--- config.mk ---
export PLATFORM = sky130hd
export DESIGN_NAME = c2h_top
export DESIGN_NICKNAME = d
export VERILOG_FILES = /design/src/rtl/c2h_pkg.sv /design/src/rtl/c2h_desc_fifo.sv /design/src/rtl/c2h_pkt_buf.sv /design/src/rtl/c2h_data_mover.sv /design/src/rtl/c2h_write_back.sv /design/src/rtl/c2h_mem_arb.sv /design/src/rtl/c2h_top.sv
export SDC_FILE = /design/constraint.sdc
export NUM_CORES = 2
export LEC_CHECK = 0
export ABC_AREA = 0
export ABC_CLOCK_PERIOD_IN_PS = 15000
export BUFFER_PORTS_ARGS = -buffer_cell sky130_fd_sc_hd__buf_2
export CAP_MARGIN = 0
export CORE_MARGIN = 5
export CORE_UTILIZATION = 40
export CTS_CLUSTER_DIAMETER = 30
export DETAILED_ROUTE_END_ITERATION = 16
export GPL_ROUTABILITY_DRIVEN = 0
export PLACE_DENSITY = 0.55
export SLEW_MARGIN = 10
export SYNTH_ARGS = -nofsm -noshare
export SYNTH_HDL_FRONTEND = slang
export SYNTH_SLANG_ARGS = --single-unit
export TNS_END_PERCENT = 5
--- constraint.sdc ---
create_clock -name clk -period 15 [get_ports clk]
set_input_delay 1.5 -clock clk [delete_from_list [all_inputs] [get_ports clk]]
set_output_delay 1.5 -clock clk [all_outputs]
set_load 0.01 [all_outputs]
--- src/rtl/c2h_pkg.sv ---
package c2h_pkg;

   localparam int DESC_DEPTH    = 16;
   localparam int BUF_DEPTH     = 64;
   localparam int PKT_Q_DEPTH   = 8;
   localparam int MD_RING_DEPTH = 8;

   // Byte step between consecutive host words
   localparam int WORD_BYTES = 4;

   // Truncation mark in the metadata word
   localparam int MD_ERR_BIT = 31;

   localparam int DESC_PTR_W  = $clog2(DESC_DEPTH);
   localparam int BUF_PTR_W   = $clog2(BUF_DEPTH);
   localparam int PKT_Q_PTR_W = $clog2(PKT_Q_DEPTH);
   localparam int MD_PTR_W    = $clog2(MD_RING_DEPTH);

   typedef logic [31:0] word_t;
   typedef logic [31:0] addr_t;

   // Lengths are counted in words
   typedef logic [15:0] len_t;

   // Max length in the high 16 bits, destination address in the low 32
   typedef logic [47:0] desc_t;

   typedef logic [BUF_PTR_W-1:0] buf_ptr_t;
   typedef logic [MD_PTR_W-1:0]  md_ptr_t;

endpackage

--- src/rtl/c2h_desc_fifo.sv ---
`timescale 1ns/1ps

module c2h_desc_fifo
   import c2h_pkg::*;
(
   input  logic  clk,
   input  logic  rst_n,
   input  logic  desc_wr_req,
   input  desc_t desc_wdata,
   input  logic  desc_pop,
   output logic  desc_ack,
   output logic  desc_empty,
   output desc_t desc_head,
   output logic  desc_oflow
);

   desc_t                 mem [DESC_DEPTH];
   logic [DESC_PTR_W-1:0] wr_ptr;
   logic [DESC_PTR_W-1:0] rd_ptr;
   logic [DESC_PTR_W:0]   count;
   logic                  full;
   logic                  push;
   logic                  pop;

   assign full       = (count == (DESC_PTR_W + 1)'(DESC_DEPTH));
   assign desc_empty = (count == '0);
   assign push       = desc_wr_req && !full;
   assign pop        = desc_pop && !desc_empty;
   assign desc_head  = mem[rd_ptr];

   always_ff @(posedge clk) begin
      if (!rst_n) begin
         wr_ptr     <= '0;
         rd_ptr     <= '0;
         count      <= '0;
         desc_ack   <= 1'b0;
         desc_oflow <= 1'b0;
      end else begin
         // Every request is acked, stored or not
         desc_ack <= desc_wr_req;
         if (desc_wr_req && full) begin
            desc_oflow <= 1'b1;
         end
         if (push) begin
            wr_ptr <= wr_ptr + 1'b1;
         end
         if (pop) begin
            rd_ptr <= rd_ptr + 1'b1;
         end
         case ({push, pop})
            2'b10:   count <= count + 1'b1;
            2'b01:   count <= count - 1'b1;
            default: count <= count;
         endcase
      end
   end

   always_ff @(posedge clk) begin
      if (push) begin
         mem[wr_ptr] <= desc_wdata;
      end
   end

endmodule

--- src/rtl/c2h_pkt_buf.sv ---
`timescale 1ns/1ps

module c2h_pkt_buf
   import c2h_pkg::*;
(
   input  logic     clk,
   input  logic     rst_n,
   input  logic     axis_valid,
   input  word_t    axis_data,
   input  logic     axis_last,
   input  buf_ptr_t rd_ptr,
   input  logic     pkt_done,
   output logic     axis_ready,
   output logic     pkt_avail,
   output len_t     pkt_len,
   output buf_ptr_t pkt_start,
   output word_t    rd_data
);

   word_t                  mem [BUF_DEPTH];
   len_t                   len_q [PKT_Q_DEPTH];
   buf_ptr_t               start_q [PKT_Q_DEPTH];

   buf_ptr_t               wr_ptr;
   buf_ptr_t               cur_start;
   len_t                   cur_len;
   logic [BUF_PTR_W:0]     used;
   logic [BUF_PTR_W:0]     freed;
   logic [PKT_Q_PTR_W-1:0] q_wr;
   logic [PKT_Q_PTR_W-1:0] q_rd;
   logic [PKT_Q_PTR_W:0]   q_cnt;
   logic                   wr_en;
   logic                   last_en;

   // Stall on a full RAM or a full length queue
   assign axis_ready = (used != (BUF_PTR_W + 1)'(BUF_DEPTH)) &&
                       (q_cnt != (PKT_Q_PTR_W + 1)'(PKT_Q_DEPTH));
   assign wr_en      = axis_valid && axis_ready;
   assign last_en    = wr_en && axis_last;

   assign pkt_avail  = (q_cnt != '0);
   assign pkt_len    = len_q[q_rd];
   assign pkt_start  = start_q[q_rd];

   // Whole packet is released at once
   assign freed = pkt_done ? pkt_len[BUF_PTR_W:0] : '0;

   always_ff @(posedge clk) begin
      if (!rst_n) begin
         wr_ptr    <= '0;
         cur_start <= '0;
         cur_len   <= '0;
         used      <= '0;
         q_wr      <= '0;
         q_rd      <= '0;
         q_cnt     <= '0;
      end else begin
         if (wr_en) begin
            wr_ptr <= wr_ptr + 1'b1;
         end
         if (last_en) begin
            cur_len   <= '0;
            cur_start <= wr_ptr + 1'b1;
            q_wr      <= q_wr + 1'b1;
         end else if (wr_en) begin
            cur_len <= cur_len + 1'b1;
         end
         if (pkt_done) begin
            q_rd <= q_rd + 1'b1;
         end
         used <= used + (BUF_PTR_W + 1)'(wr_en) - freed;
         case ({last_en, pkt_done})
            2'b10:   q_cnt <= q_cnt + 1'b1;
            2'b01:   q_cnt <= q_cnt - 1'b1;
            default: q_cnt <= q_cnt;
         endcase
      end
   end

   always_ff @(posedge clk) begin
      if (wr_en) begin
         mem[wr_ptr] <= axis_data;
      end
      if (last_en) begin
         len_q[q_wr]   <= cur_len + 1'b1;
         start_q[q_wr] <= cur_start;
      end
      rd_data <= mem[rd_ptr];
   end

endmodule

--- src/rtl/c2h_data_mover.sv ---
`timescale 1ns/1ps

module c2h_data_mover
   import c2h_pkg::*;
(
   input  logic     clk,
   input  logic     rst_n,
   input  logic     desc_empty,
   input  desc_t    desc_head,
   input  logic     pkt_avail,
   input  len_t     pkt_len,
   input  buf_ptr_t pkt_start,
   input  word_t    rd_data,
   input  logic     dm_ready,
   input  logic     md_grant,
   output logic     desc_pop,
   output buf_ptr_t rd_ptr,
   output logic     pkt_done,
   output logic     dm_req,
   output addr_t    dm_addr,
   output word_t    dm_data,
   output logic     md_req,
   output len_t     md_len,
   output logic     md_trunc
);

   typedef enum logic [2:0] {
      S_IDLE,
      S_READ,
      S_WRITE,
      S_SKIP,
      S_POST
   } state_t;

   state_t state;
   addr_t  desc_addr;
   len_t   desc_len;
   addr_t  next_addr;
   len_t   load_left;
   logic   fresh;
   logic   start;
   logic   load;
   logic   wr_done;

   assign desc_addr = desc_head[31:0];
   assign desc_len  = desc_head[47:32];

   assign start    = (state == S_IDLE) && pkt_avail && !desc_empty;
   assign desc_pop = start;

   // rd_data is valid once rd_ptr has stayed put for a cycle
   assign load    = (state == S_WRITE) && fresh && (load_left != '0) &&
                    (!dm_req || dm_ready);
   assign wr_done = (state == S_WRITE) && (load_left == '0) && (!dm_req || dm_ready);

   assign pkt_done = (wr_done && !md_trunc) || (state == S_SKIP);
   assign md_req   = (state == S_POST);

   always_ff @(posedge clk) begin
      if (!rst_n) begin
         state  <= S_IDLE;
         dm_req <= 1'b0;
         fresh  <= 1'b0;
         rd_ptr <= '0;
      end else begin
         fresh <= 1'b1;
         if (dm_req && dm_ready) begin
            dm_req <= 1'b0;
         end
         case (state)
            S_IDLE: begin
               if (start) begin
                  rd_ptr <= pkt_start;
                  fresh  <= 1'b0;
                  state  <= S_READ;
               end
            end
            S_READ: begin
               state <= S_WRITE;
            end
            S_WRITE: begin
               if (load) begin
                  // Prefetch the next word while this one waits
                  dm_req <= 1'b1;
                  rd_ptr <= rd_ptr + 1'b1;
                  fresh  <= 1'b0;
               end else if (wr_done) begin
                  state <= md_trunc ? S_SKIP : S_POST;
               end
            end
            S_SKIP: begin
               state <= S_POST;
            end
            S_POST: begin
               if (md_grant) begin
                  state <= S_IDLE;
               end
            end
            default: begin
               state <= S_IDLE;
            end
         endcase
      end
   end

   always_ff @(posedge clk) begin
      if (start) begin
         md_len    <= (pkt_len < desc_len) ? pkt_len : desc_len;
         load_left <= (pkt_len < desc_len) ? pkt_len : desc_len;
         md_trunc  <= (pkt_len > desc_len);
         next_addr <= desc_addr;
      end else if (load) begin
         load_left <= load_left - 1'b1;
         next_addr <= next_addr + addr_t'(WORD_BYTES);
         dm_addr   <= next_addr;
         dm_data   <= rd_data;
      end
   end

endmodule

--- src/rtl/c2h_write_back.sv ---
`timescale 1ns/1ps

module c2h_write_back
   import c2h_pkg::*;
(
   input  logic    clk,
   input  logic    rst_n,
   input  addr_t   md_ring_addr,
   input  logic    md_req,
   input  len_t    md_len,
   input  logic    md_trunc,
   input  logic    wb_ready,
   output logic    md_grant,
   output logic    wb_req,
   output addr_t   wb_addr,
   output word_t   wb_data,
   output md_ptr_t md_wr_ptr
);

   word_t md_word;

   // One entry only, so grant whenever the slot is free
   assign md_grant = md_req && !wb_req;

   always_comb begin
      md_word                     = '0;
      md_word[$bits(len_t)-1:0]   = md_len;
      md_word[MD_ERR_BIT]         = md_trunc;
   end

   always_ff @(posedge clk) begin
      if (!rst_n) begin
         wb_req    <= 1'b0;
         md_wr_ptr <= '0;
      end else begin
         if (md_grant) begin
            wb_req <= 1'b1;
         end else if (wb_req && wb_ready) begin
            wb_req <= 1'b0;
            if (md_wr_ptr == md_ptr_t'(MD_RING_DEPTH - 1)) begin
               md_wr_ptr <= '0;
            end else begin
               md_wr_ptr <= md_wr_ptr + 1'b1;
            end
         end
      end
   end

   always_ff @(posedge clk) begin
      if (md_grant) begin
         wb_addr <= md_ring_addr + addr_t'(md_wr_ptr) * addr_t'(WORD_BYTES);
         wb_data <= md_word;
      end
   end

endmodule

--- src/rtl/c2h_mem_arb.sv ---
`timescale 1ns/1ps

module c2h_mem_arb
   import c2h_pkg::*;
(
   input  logic  clk,
   input  logic  rst_n,
   input  logic  dm_req,
   input  addr_t dm_addr,
   input  word_t dm_data,
   input  logic  wb_req,
   input  addr_t wb_addr,
   input  word_t wb_data,
   input  logic  mem_wr_ready,
   output logic  dm_ready,
   output logic  wb_ready,
   output logic  mem_wr_valid,
   output addr_t mem_wr_addr,
   output word_t mem_wr_data
);

   // owner 0 is the data mover, 1 the write-back
   logic owner;
   logic locked;
   logic other_req;
   logic pick;

   assign other_req = owner ? dm_req : wb_req;

   // Held while a write waits, otherwise the other peer goes first
   assign pick = locked ? owner : (other_req ? !owner : owner);

   assign mem_wr_valid = pick ? wb_req : dm_req;
   assign mem_wr_addr  = pick ? wb_addr : dm_addr;
   assign mem_wr_data  = pick ? wb_data : dm_data;

   assign dm_ready = !pick && dm_req && mem_wr_ready;
   assign wb_ready = pick && wb_req && mem_wr_ready;

   always_ff @(posedge clk) begin
      if (!rst_n) begin
         owner  <= 1'b0;
         locked <= 1'b0;
      end else begin
         owner  <= pick;
         locked <= mem_wr_valid && !mem_wr_ready;
      end
   end

endmodule

--- src/rtl/c2h_top.sv ---
`timescale 1ns/1ps

module c2h_top
   import c2h_pkg::*;
(
   input  logic    clk,
   input  logic    rst_n,

   input  logic    desc_wr_req,
   input  desc_t   desc_wdata,
   output logic    desc_ack,

   input  logic    axis_valid,
   input  word_t   axis_data,
   input  logic    axis_last,
   output logic    axis_ready,

   output logic    mem_wr_valid,
   output addr_t   mem_wr_addr,
   output word_t   mem_wr_data,
   input  logic    mem_wr_ready,

   input  addr_t   md_ring_addr,
   output md_ptr_t md_wr_ptr,

   output logic    desc_oflow
);

   logic     int_rst_n;

   logic     desc_empty;
   logic     desc_pop;
   desc_t    desc_head;

   logic     pkt_avail;
   len_t     pkt_len;
   buf_ptr_t pkt_start;
   buf_ptr_t rd_ptr;
   word_t    rd_data;
   logic     pkt_done;

   logic     dm_req;
   logic     dm_ready;
   addr_t    dm_addr;
   word_t    dm_data;

   logic     md_req;
   logic     md_grant;
   len_t     md_len;
   logic     md_trunc;

   logic     wb_req;
   logic     wb_ready;
   addr_t    wb_addr;
   word_t    wb_data;

   // Local copy of reset, one cycle behind the pin
   always_ff @(posedge clk) begin
      int_rst_n <= rst_n;
   end

   c2h_desc_fifo desc_fifo0 (
      .clk         (clk),
      .rst_n       (int_rst_n),
      .desc_wr_req (desc_wr_req),
      .desc_wdata  (desc_wdata),
      .desc_pop    (desc_pop),
      .desc_ack    (desc_ack),
      .desc_empty  (desc_empty),
      .desc_head   (desc_head),
      .desc_oflow  (desc_oflow)
   );

   c2h_pkt_buf pkt_buf0 (
      .clk        (clk),
      .rst_n      (int_rst_n),
      .axis_valid (axis_valid),
      .axis_data  (axis_data),
      .axis_last  (axis_last),
      .rd_ptr     (rd_ptr),
      .pkt_done   (pkt_done),
      .axis_ready (axis_ready),
      .pkt_avail  (pkt_avail),
      .pkt_len    (pkt_len),
      .pkt_start  (pkt_start),
      .rd_data    (rd_data)
   );

   c2h_data_mover data_mover0 (
      .clk        (clk),
      .rst_n      (int_rst_n),
      .desc_empty (desc_empty),
      .desc_head  (desc_head),
      .pkt_avail  (pkt_avail),
      .pkt_len    (pkt_len),
      .pkt_start  (pkt_start),
      .rd_data    (rd_data),
      .dm_ready   (dm_ready),
      .md_grant   (md_grant),
      .desc_pop   (desc_pop),
      .rd_ptr     (rd_ptr),
      .pkt_done   (pkt_done),
      .dm_req     (dm_req),
      .dm_addr    (dm_addr),
      .dm_data    (dm_data),
      .md_req     (md_req),
      .md_len     (md_len),
      .md_trunc   (md_trunc)
   );

   c2h_write_back write_back0 (
      .clk          (clk),
      .rst_n        (int_rst_n),
      .md_ring_addr (md_ring_addr),
      .md_req       (md_req),
      .md_len       (md_len),
      .md_trunc     (md_trunc),
      .wb_ready     (wb_ready),
      .md_grant     (md_grant),
      .wb_req       (wb_req),
      .wb_addr      (wb_addr),
      .wb_data      (wb_data),
      .md_wr_ptr    (md_wr_ptr)
   );

   c2h_mem_arb mem_arb0 (
      .clk          (clk),
      .rst_n        (int_rst_n),
      .dm_req       (dm_req),
      .dm_addr      (dm_addr),
      .dm_data      (dm_data),
      .wb_req       (wb_req),
      .wb_addr      (wb_addr),
      .wb_data      (wb_data),
      .mem_wr_ready (mem_wr_ready),
      .dm_ready     (dm_ready),
      .wb_ready     (wb_ready),
      .mem_wr_valid (mem_wr_valid),
      .mem_wr_addr  (mem_wr_addr),
      .mem_wr_data  (mem_wr_data)
   );

endmodule

After elaboration in Yosys (flattened, before gate mapping)
Memory sizes are Yosys's and may differ from the RTL's. A register that Yosys moved wholly into a read port is not among the register bits. Cells that the tools add are included.

Flip-flop bits (word level): 256. RAM bits: 2992. Bits of input ports: 118. Output and inout port bits: 71. Word-level logic and storage cells: 163. Memories kept: 4.

Add/sub/neg operators: 17. $lt $le $gt $ge: 2. Equal/unequal tests: 17. Multiplexer cells: 44. Bitwise gates (word level): 3. Reductions and logical operators: 47.

Memory list: pkt_buf0.mem (depth 64, width 32, read ports 1, clocked after memory_dff 1, wr ports 1, RTL line c2h_pkt_buf.sv:20) `word_t mem [BUF_DEPTH];`; desc_fifo0.mem (depth 16, width 48, read ports 1, clocked after memory_dff 1, wr ports 1, RTL line c2h_desc_fifo.sv:17) `desc_t mem [DESC_DEPTH];`; pkt_buf0.len_q (depth 8, width 16, read ports 1, clocked after memory_dff 1, wr ports 1, RTL line c2h_pkt_buf.sv:21) `len_t len_q [PKT_Q_DEPTH];`; pkt_buf0.start_q (depth 8, width 6, read ports 1, clocked after memory_dff 1, wr ports 1, RTL line c2h_pkt_buf.sv:22) `buf_ptr_t start_q [PKT_Q_DEPTH];`.

Operator list (count): 32-bit 2-to-1 mux (4); 16-bit 2-to-1 mux (3); 32-bit by 3-bit adder with 32-bit output (second input constant) (1); 32-bit by 5-bit adder with 32-bit output (1); 3-bit 2-to-1 mux (10); 1-bit logical AND (22); 1-bit 2-to-1 mux (17); 16-bit by 1-bit adder with 16-bit output (second input constant) (1); 16-bit > comparator (1); 16-bit logical NOT (1); 16-bit < comparator (1); 16-bit nonzero test (1); 16-bit by 1-bit subtractor with 16-bit output (second input constant) (1); 3-bit case mux with 5 select lines (1); 4-bit by 1-bit adder with 4-bit output (second input constant) (3); 6-bit by 1-bit adder with 6-bit output (second input constant) (2); 6-bit 2-to-1 mux (2); 6-bit case mux with 2 select lines (1); 5-bit case mux with 2 select lines (1); 2-bit nonzero test (5); 3-bit by 1-bit adder with 3-bit output (second input constant) (3); 1-bit logical NOT (8); 4-bit 2-to-1 mux (2); 4-bit case mux with 2 select lines (1); other kinds (26) (37).

Longest topological paths before layout
Depth in word-level cells: 12. Depth in mapped cells: 18.

Cells and area by module
A second synthesis with hierarchy kept.

Cell total of the unflattened synthesis: 6677. Area, all modules: 130418.8 sq um.

By module, submodules not included: c2h_pkt_buf (instances 1, cells an instance 4032, area an instance 87881.8 sq um, seq. area each 68385.6 sq um); c2h_desc_fifo (instances 1, cells an instance 1308, area an instance 29757.3 sq um, seq. area each 23442.5 sq um); c2h_data_mover (instances 1, cells an instance 568, area an instance 6777.8 sq um, seq. area each 4093.9 sq um); c2h_mem_arb (instances 1, cells an instance 600, area an instance 3582.2 sq um, seq. area each 40.0 sq um); c2h_write_back (instances 1, cells an instance 168, area an instance 2399.8 sq um, seq. area each 1551.5 sq um); c2h_top (instances 1, cells an instance 1, area an instance 20.0 sq um, seq. area each 20.0 sq um).

Worst setup path after synthesis
OpenSTA, ideal clock, no wires.

Path kind: input-to-reg. Start: input port mem_wr_ready. End: register data_mover0.rd_ptr[5]. Setup time: 0.077 ns. Data arrival time: 9.074 ns. Slack: 5.849 ns. Stages on the path: 7. Path through: a21bo_2 > o21a_1 > a211oi_1 > nor2_1 > inv_1 > o21ai_0 > a21boi_0.

Word-level cells in the longest chain between the ends: 5.

Ends and longest elaborated chain: from (decl) (RTL line c2h_top.sv:21) `input logic mem_wr_ready,`; 1-bit logical AND (RTL line c2h_mem_arb.sv:37) `assign dm_ready = !pick && dm_req && mem_wr_ready;`; 1-bit logical OR (RTL line c2h_data_mover.sv:53) `(!dm_req || dm_ready);`; 1-bit logical AND (RTL line c2h_data_mover.sv:52) `assign load = (state == S_WRITE) && fresh && (load_left != '0) &&`; 2-bit by 1-bit != test with 1-bit output (no source line); 3-bit AND reduction (no source line); to (signal assigned) (RTL line c2h_data_mover.sv:73) `rd_ptr <= pkt_start;`; to (signal assigned) (RTL line c2h_data_mover.sv:85) `rd_ptr <= rd_ptr + 1'b1;`; to (decl) (RTL line c2h_data_mover.sv:17) `output buf_ptr_t rd_ptr,`.

Every way passes these cells. A chain may end at the register's enable or synchronous reset.

==> reports/results.txt <==
status: complete, no violations
dpl hpwl: 187000 µm
Max Clock Skew: 0.0544 ns
drt wl/cell: 30.1 µm
post-synth top area cell: edfxtp_1
Die Height: 575 µm
Synth Area in Simple Gates: 2.80%
I/O Pins: 189
unique cell type count in the Yosys netlist: 77
number of remaining DRC errors: 0
crit-path leading delay family: multiplexers
CTS max path bufs: 4
Synth Area in Adders: 0.583%
CP arrival: 6.32 ns
synthesis-to-finish area growth: 22.1%
antenna violations before repair: 58
RSZ-0062 raised after global routing: false
fin crit share: 37.4%
crit end category: flop
FFs w/ async S/R, synth: 0%
Worst EP required: 15.72 ns
final non-filler cell area: 156000 µm²
vias per cell: 5.60
leakage power: 49.5 nW
setup TNS: 0 ns
drt first pass iters: 8
share of layout cells above drive strength 1: 31.6%
Max Fclk: 0.178 GHz
Synth top cells by count: 3170 x edfxtp_1, 753 x mux4_2, 322 x nand2_1
max-cap violations: 0
final setup fails: 0
largest family of logic cells by synthesized area: multiplexers
Slew @ Worst Pin: 1.36 ns
CTS tree: done
Starting DRT DRC Count: 7007
Rel. slew slack: 9.06%
CP max FO: 47
area of the die: 330000 µm²
Primary FF master, synth: edfxtp_1
min Tclk post-route: 5.60 ns
Post-Synth XOR/XNOR Area: 0.810%
Pwr Density: 172 nW/µm²
number of global-route vias before repair: 66.7k
Clock Pin Slew Worst Setup and Hold Paths: 0.05 ns
Compound-Gate Fraction of Synth Area: 2.28%
Final Util: 49.0%
Critical Path Max Stage Delay: 0.91 ns
clk sinks: 3287
synth top area cells: edfxtp_1 75%, mux4_2 13%, dfxtp_1 1.8%
Post-CTS Setup Repair Bufs: 0
row count: 207
Worst-Skew Late Latency: 0.99 ns
global-route wire length before repair: 491000 µm
worst path cell trace: buf_4 -> mux4_2 -> mux4_2 -> inv_1 -> ha_1 -> a21o_1 -> a21o_1 -> a21oi_1 -> nand3_1 -> mux2_2 -> mux2_2
chip width: 575 µm
post-CTS sizing: 0
syn nets: 6258
drt total wl: 346000 µm
Hold Vio Cnt, Final: 0
most common cell in the synthesized netlist: edfxtp_1
GR Util All Layers: 20.5%
port buffer count: 188
Routed Antenna Nets: 0
Root Buffer Master: clkbuf_16
Synth Cell Area: 128000 µm²
Placed Instances: 10.3k
Critical-path top delay cell: dfxtp_4
Syn Area/Cell: 21.0 µm²
Finished Layout Cells: 11.5k
Core Box Area: 318000 µm²
detailed-route via count: 64.4k
flops & latches, synth: 3287
hold crit path type: reg -> reg
EDFF count, synth: 3170
nets: 6948
VDD IR-drop max: 0.000120 V
Synth top area share: 74.6%
Seq/Total Area, Yosys: 76.5%
critical path class: reg -> reg
Worst Setup Start Kind: flop
post-synthesis mux area share: 15.7%
synthesized instance count: 6083
Ys Warns: 0
number of buffers created by CTS: 627
max-slew violations: 0
largest net degree at the start of global routing: 109
WP buf/inv: 2
Initial Util: 40.1%
H-tree depth: 6
Placed Area: 134000 µm²
hold bufs inserted after CTS: 0
gr ovfl total: 0
area by class of cell:
type | instances | area, µm²
antenna | 14 | 35.0
clock buffer | 749 | 16600
clock inverter | 410 | 4600
fill | 25600 | 162000
inverter | 52 | 196
multi-input combinational | 2427 | 29000
sequential | 3287 | 97600
tap | 4180 | 5230
timing repair buffer | 378 | 2500
per-layer routing:
layer / share of wire [%] / vias up / GRT usage, %
met5: 0.061 / - / 0
met4: 2.0 / 30 / 4.73
met3: 8.1 / 519 / 4.69
met2: 49 / 2568 / 33.9
met1: 41 / 34500 / 27.8
li1: - / 26800 / -
cells in the final DEF (no fill, tap or decap), types with 29 or more instances in the layout:
cell and count:
nor2_1 99, mux2i_1 234, bufinv_16 72, buf_2 185, and2_1 57, mux2_2 61, buf_4 183, dfxtp_1 104
xor2_1 57, clkinv_2 106, nand3_1 37, mux4_2 753, nand2_1 322, nor2b_1 32, clkinv_1 87, nor2_4 77
o22ai_1 37, o21ai_0 109, xnor2_1 61, o221ai_1 29, clkinv_4 29, inv_1 48, clkinvlp_4 55, edfxtp_1 3170
ha_1 53, clkbuf_1 94, clkbuf_16 640, a21oi_1 65
where the power goes:
group | internal [mW] | switching [mW] | total (mW)
registers | 10.3 | 0.217 | 10.6
clock network | 9.14 | 4.70 | 13.8
logic | 0.982 | 1.41 | 2.40
total | 20.5 | 6.33 | 26.8
logic make-up after synthesis:
family | count (synthesis)
AOI/OAI and AO/OA | 429
adders and majority gates | 57
and+or+nand+nor | 773
xor gates and xnor gates | 118
buffers and inverters | 369
DFF | 3287
muxes | 1050
final timing paths:
| path | from | end | slack (ns) | depth (start not counted) |
|---|---|---|---|---|
| setup / recovery | flop | data_mover0.load_left[6] | 9.40 | 11 |
| hold / removal | pkt_buf0.rd_data[3] | data_mover0.dm_data[3] | 0.40 | 0 |
| setup reg to reg | flop | data_mover0.load_left[6] | 9.40 | 11 |
| hold reg to reg | pkt_buf0.rd_data[3] | data_mover0.dm_data[3] | 0.40 | 0 |
registers in the layout (all words and copies together), names as in the netlist, 17 cells and up, named ones only:
name / cells
pkt_buf0.start_q: 48
data_mover0.dm_data: 32
desc_fifo0.mem: 768
write_back0.wb_data: 17
data_mover0.next_addr: 32
write_back0.wb_addr: 32
pkt_buf0.mem: 2048
pkt_buf0.len_q: 128
pkt_buf0.rd_data: 32
data_mover0.dm_addr: 32
stage by stage:
step                total power, mW  hold slack, ns  worst slack, ns
finish                         26.8           0.403             9.40
global route                   27.7           0.404             8.93
CTS                            27.0           0.397             9.26
detailed placement             13.1           0.397             9.30
global placement               13.1           0.391             9.25
floorplan                      12.1           0.386             5.85
Note: power is estimated with default switching activity, not from simulation.
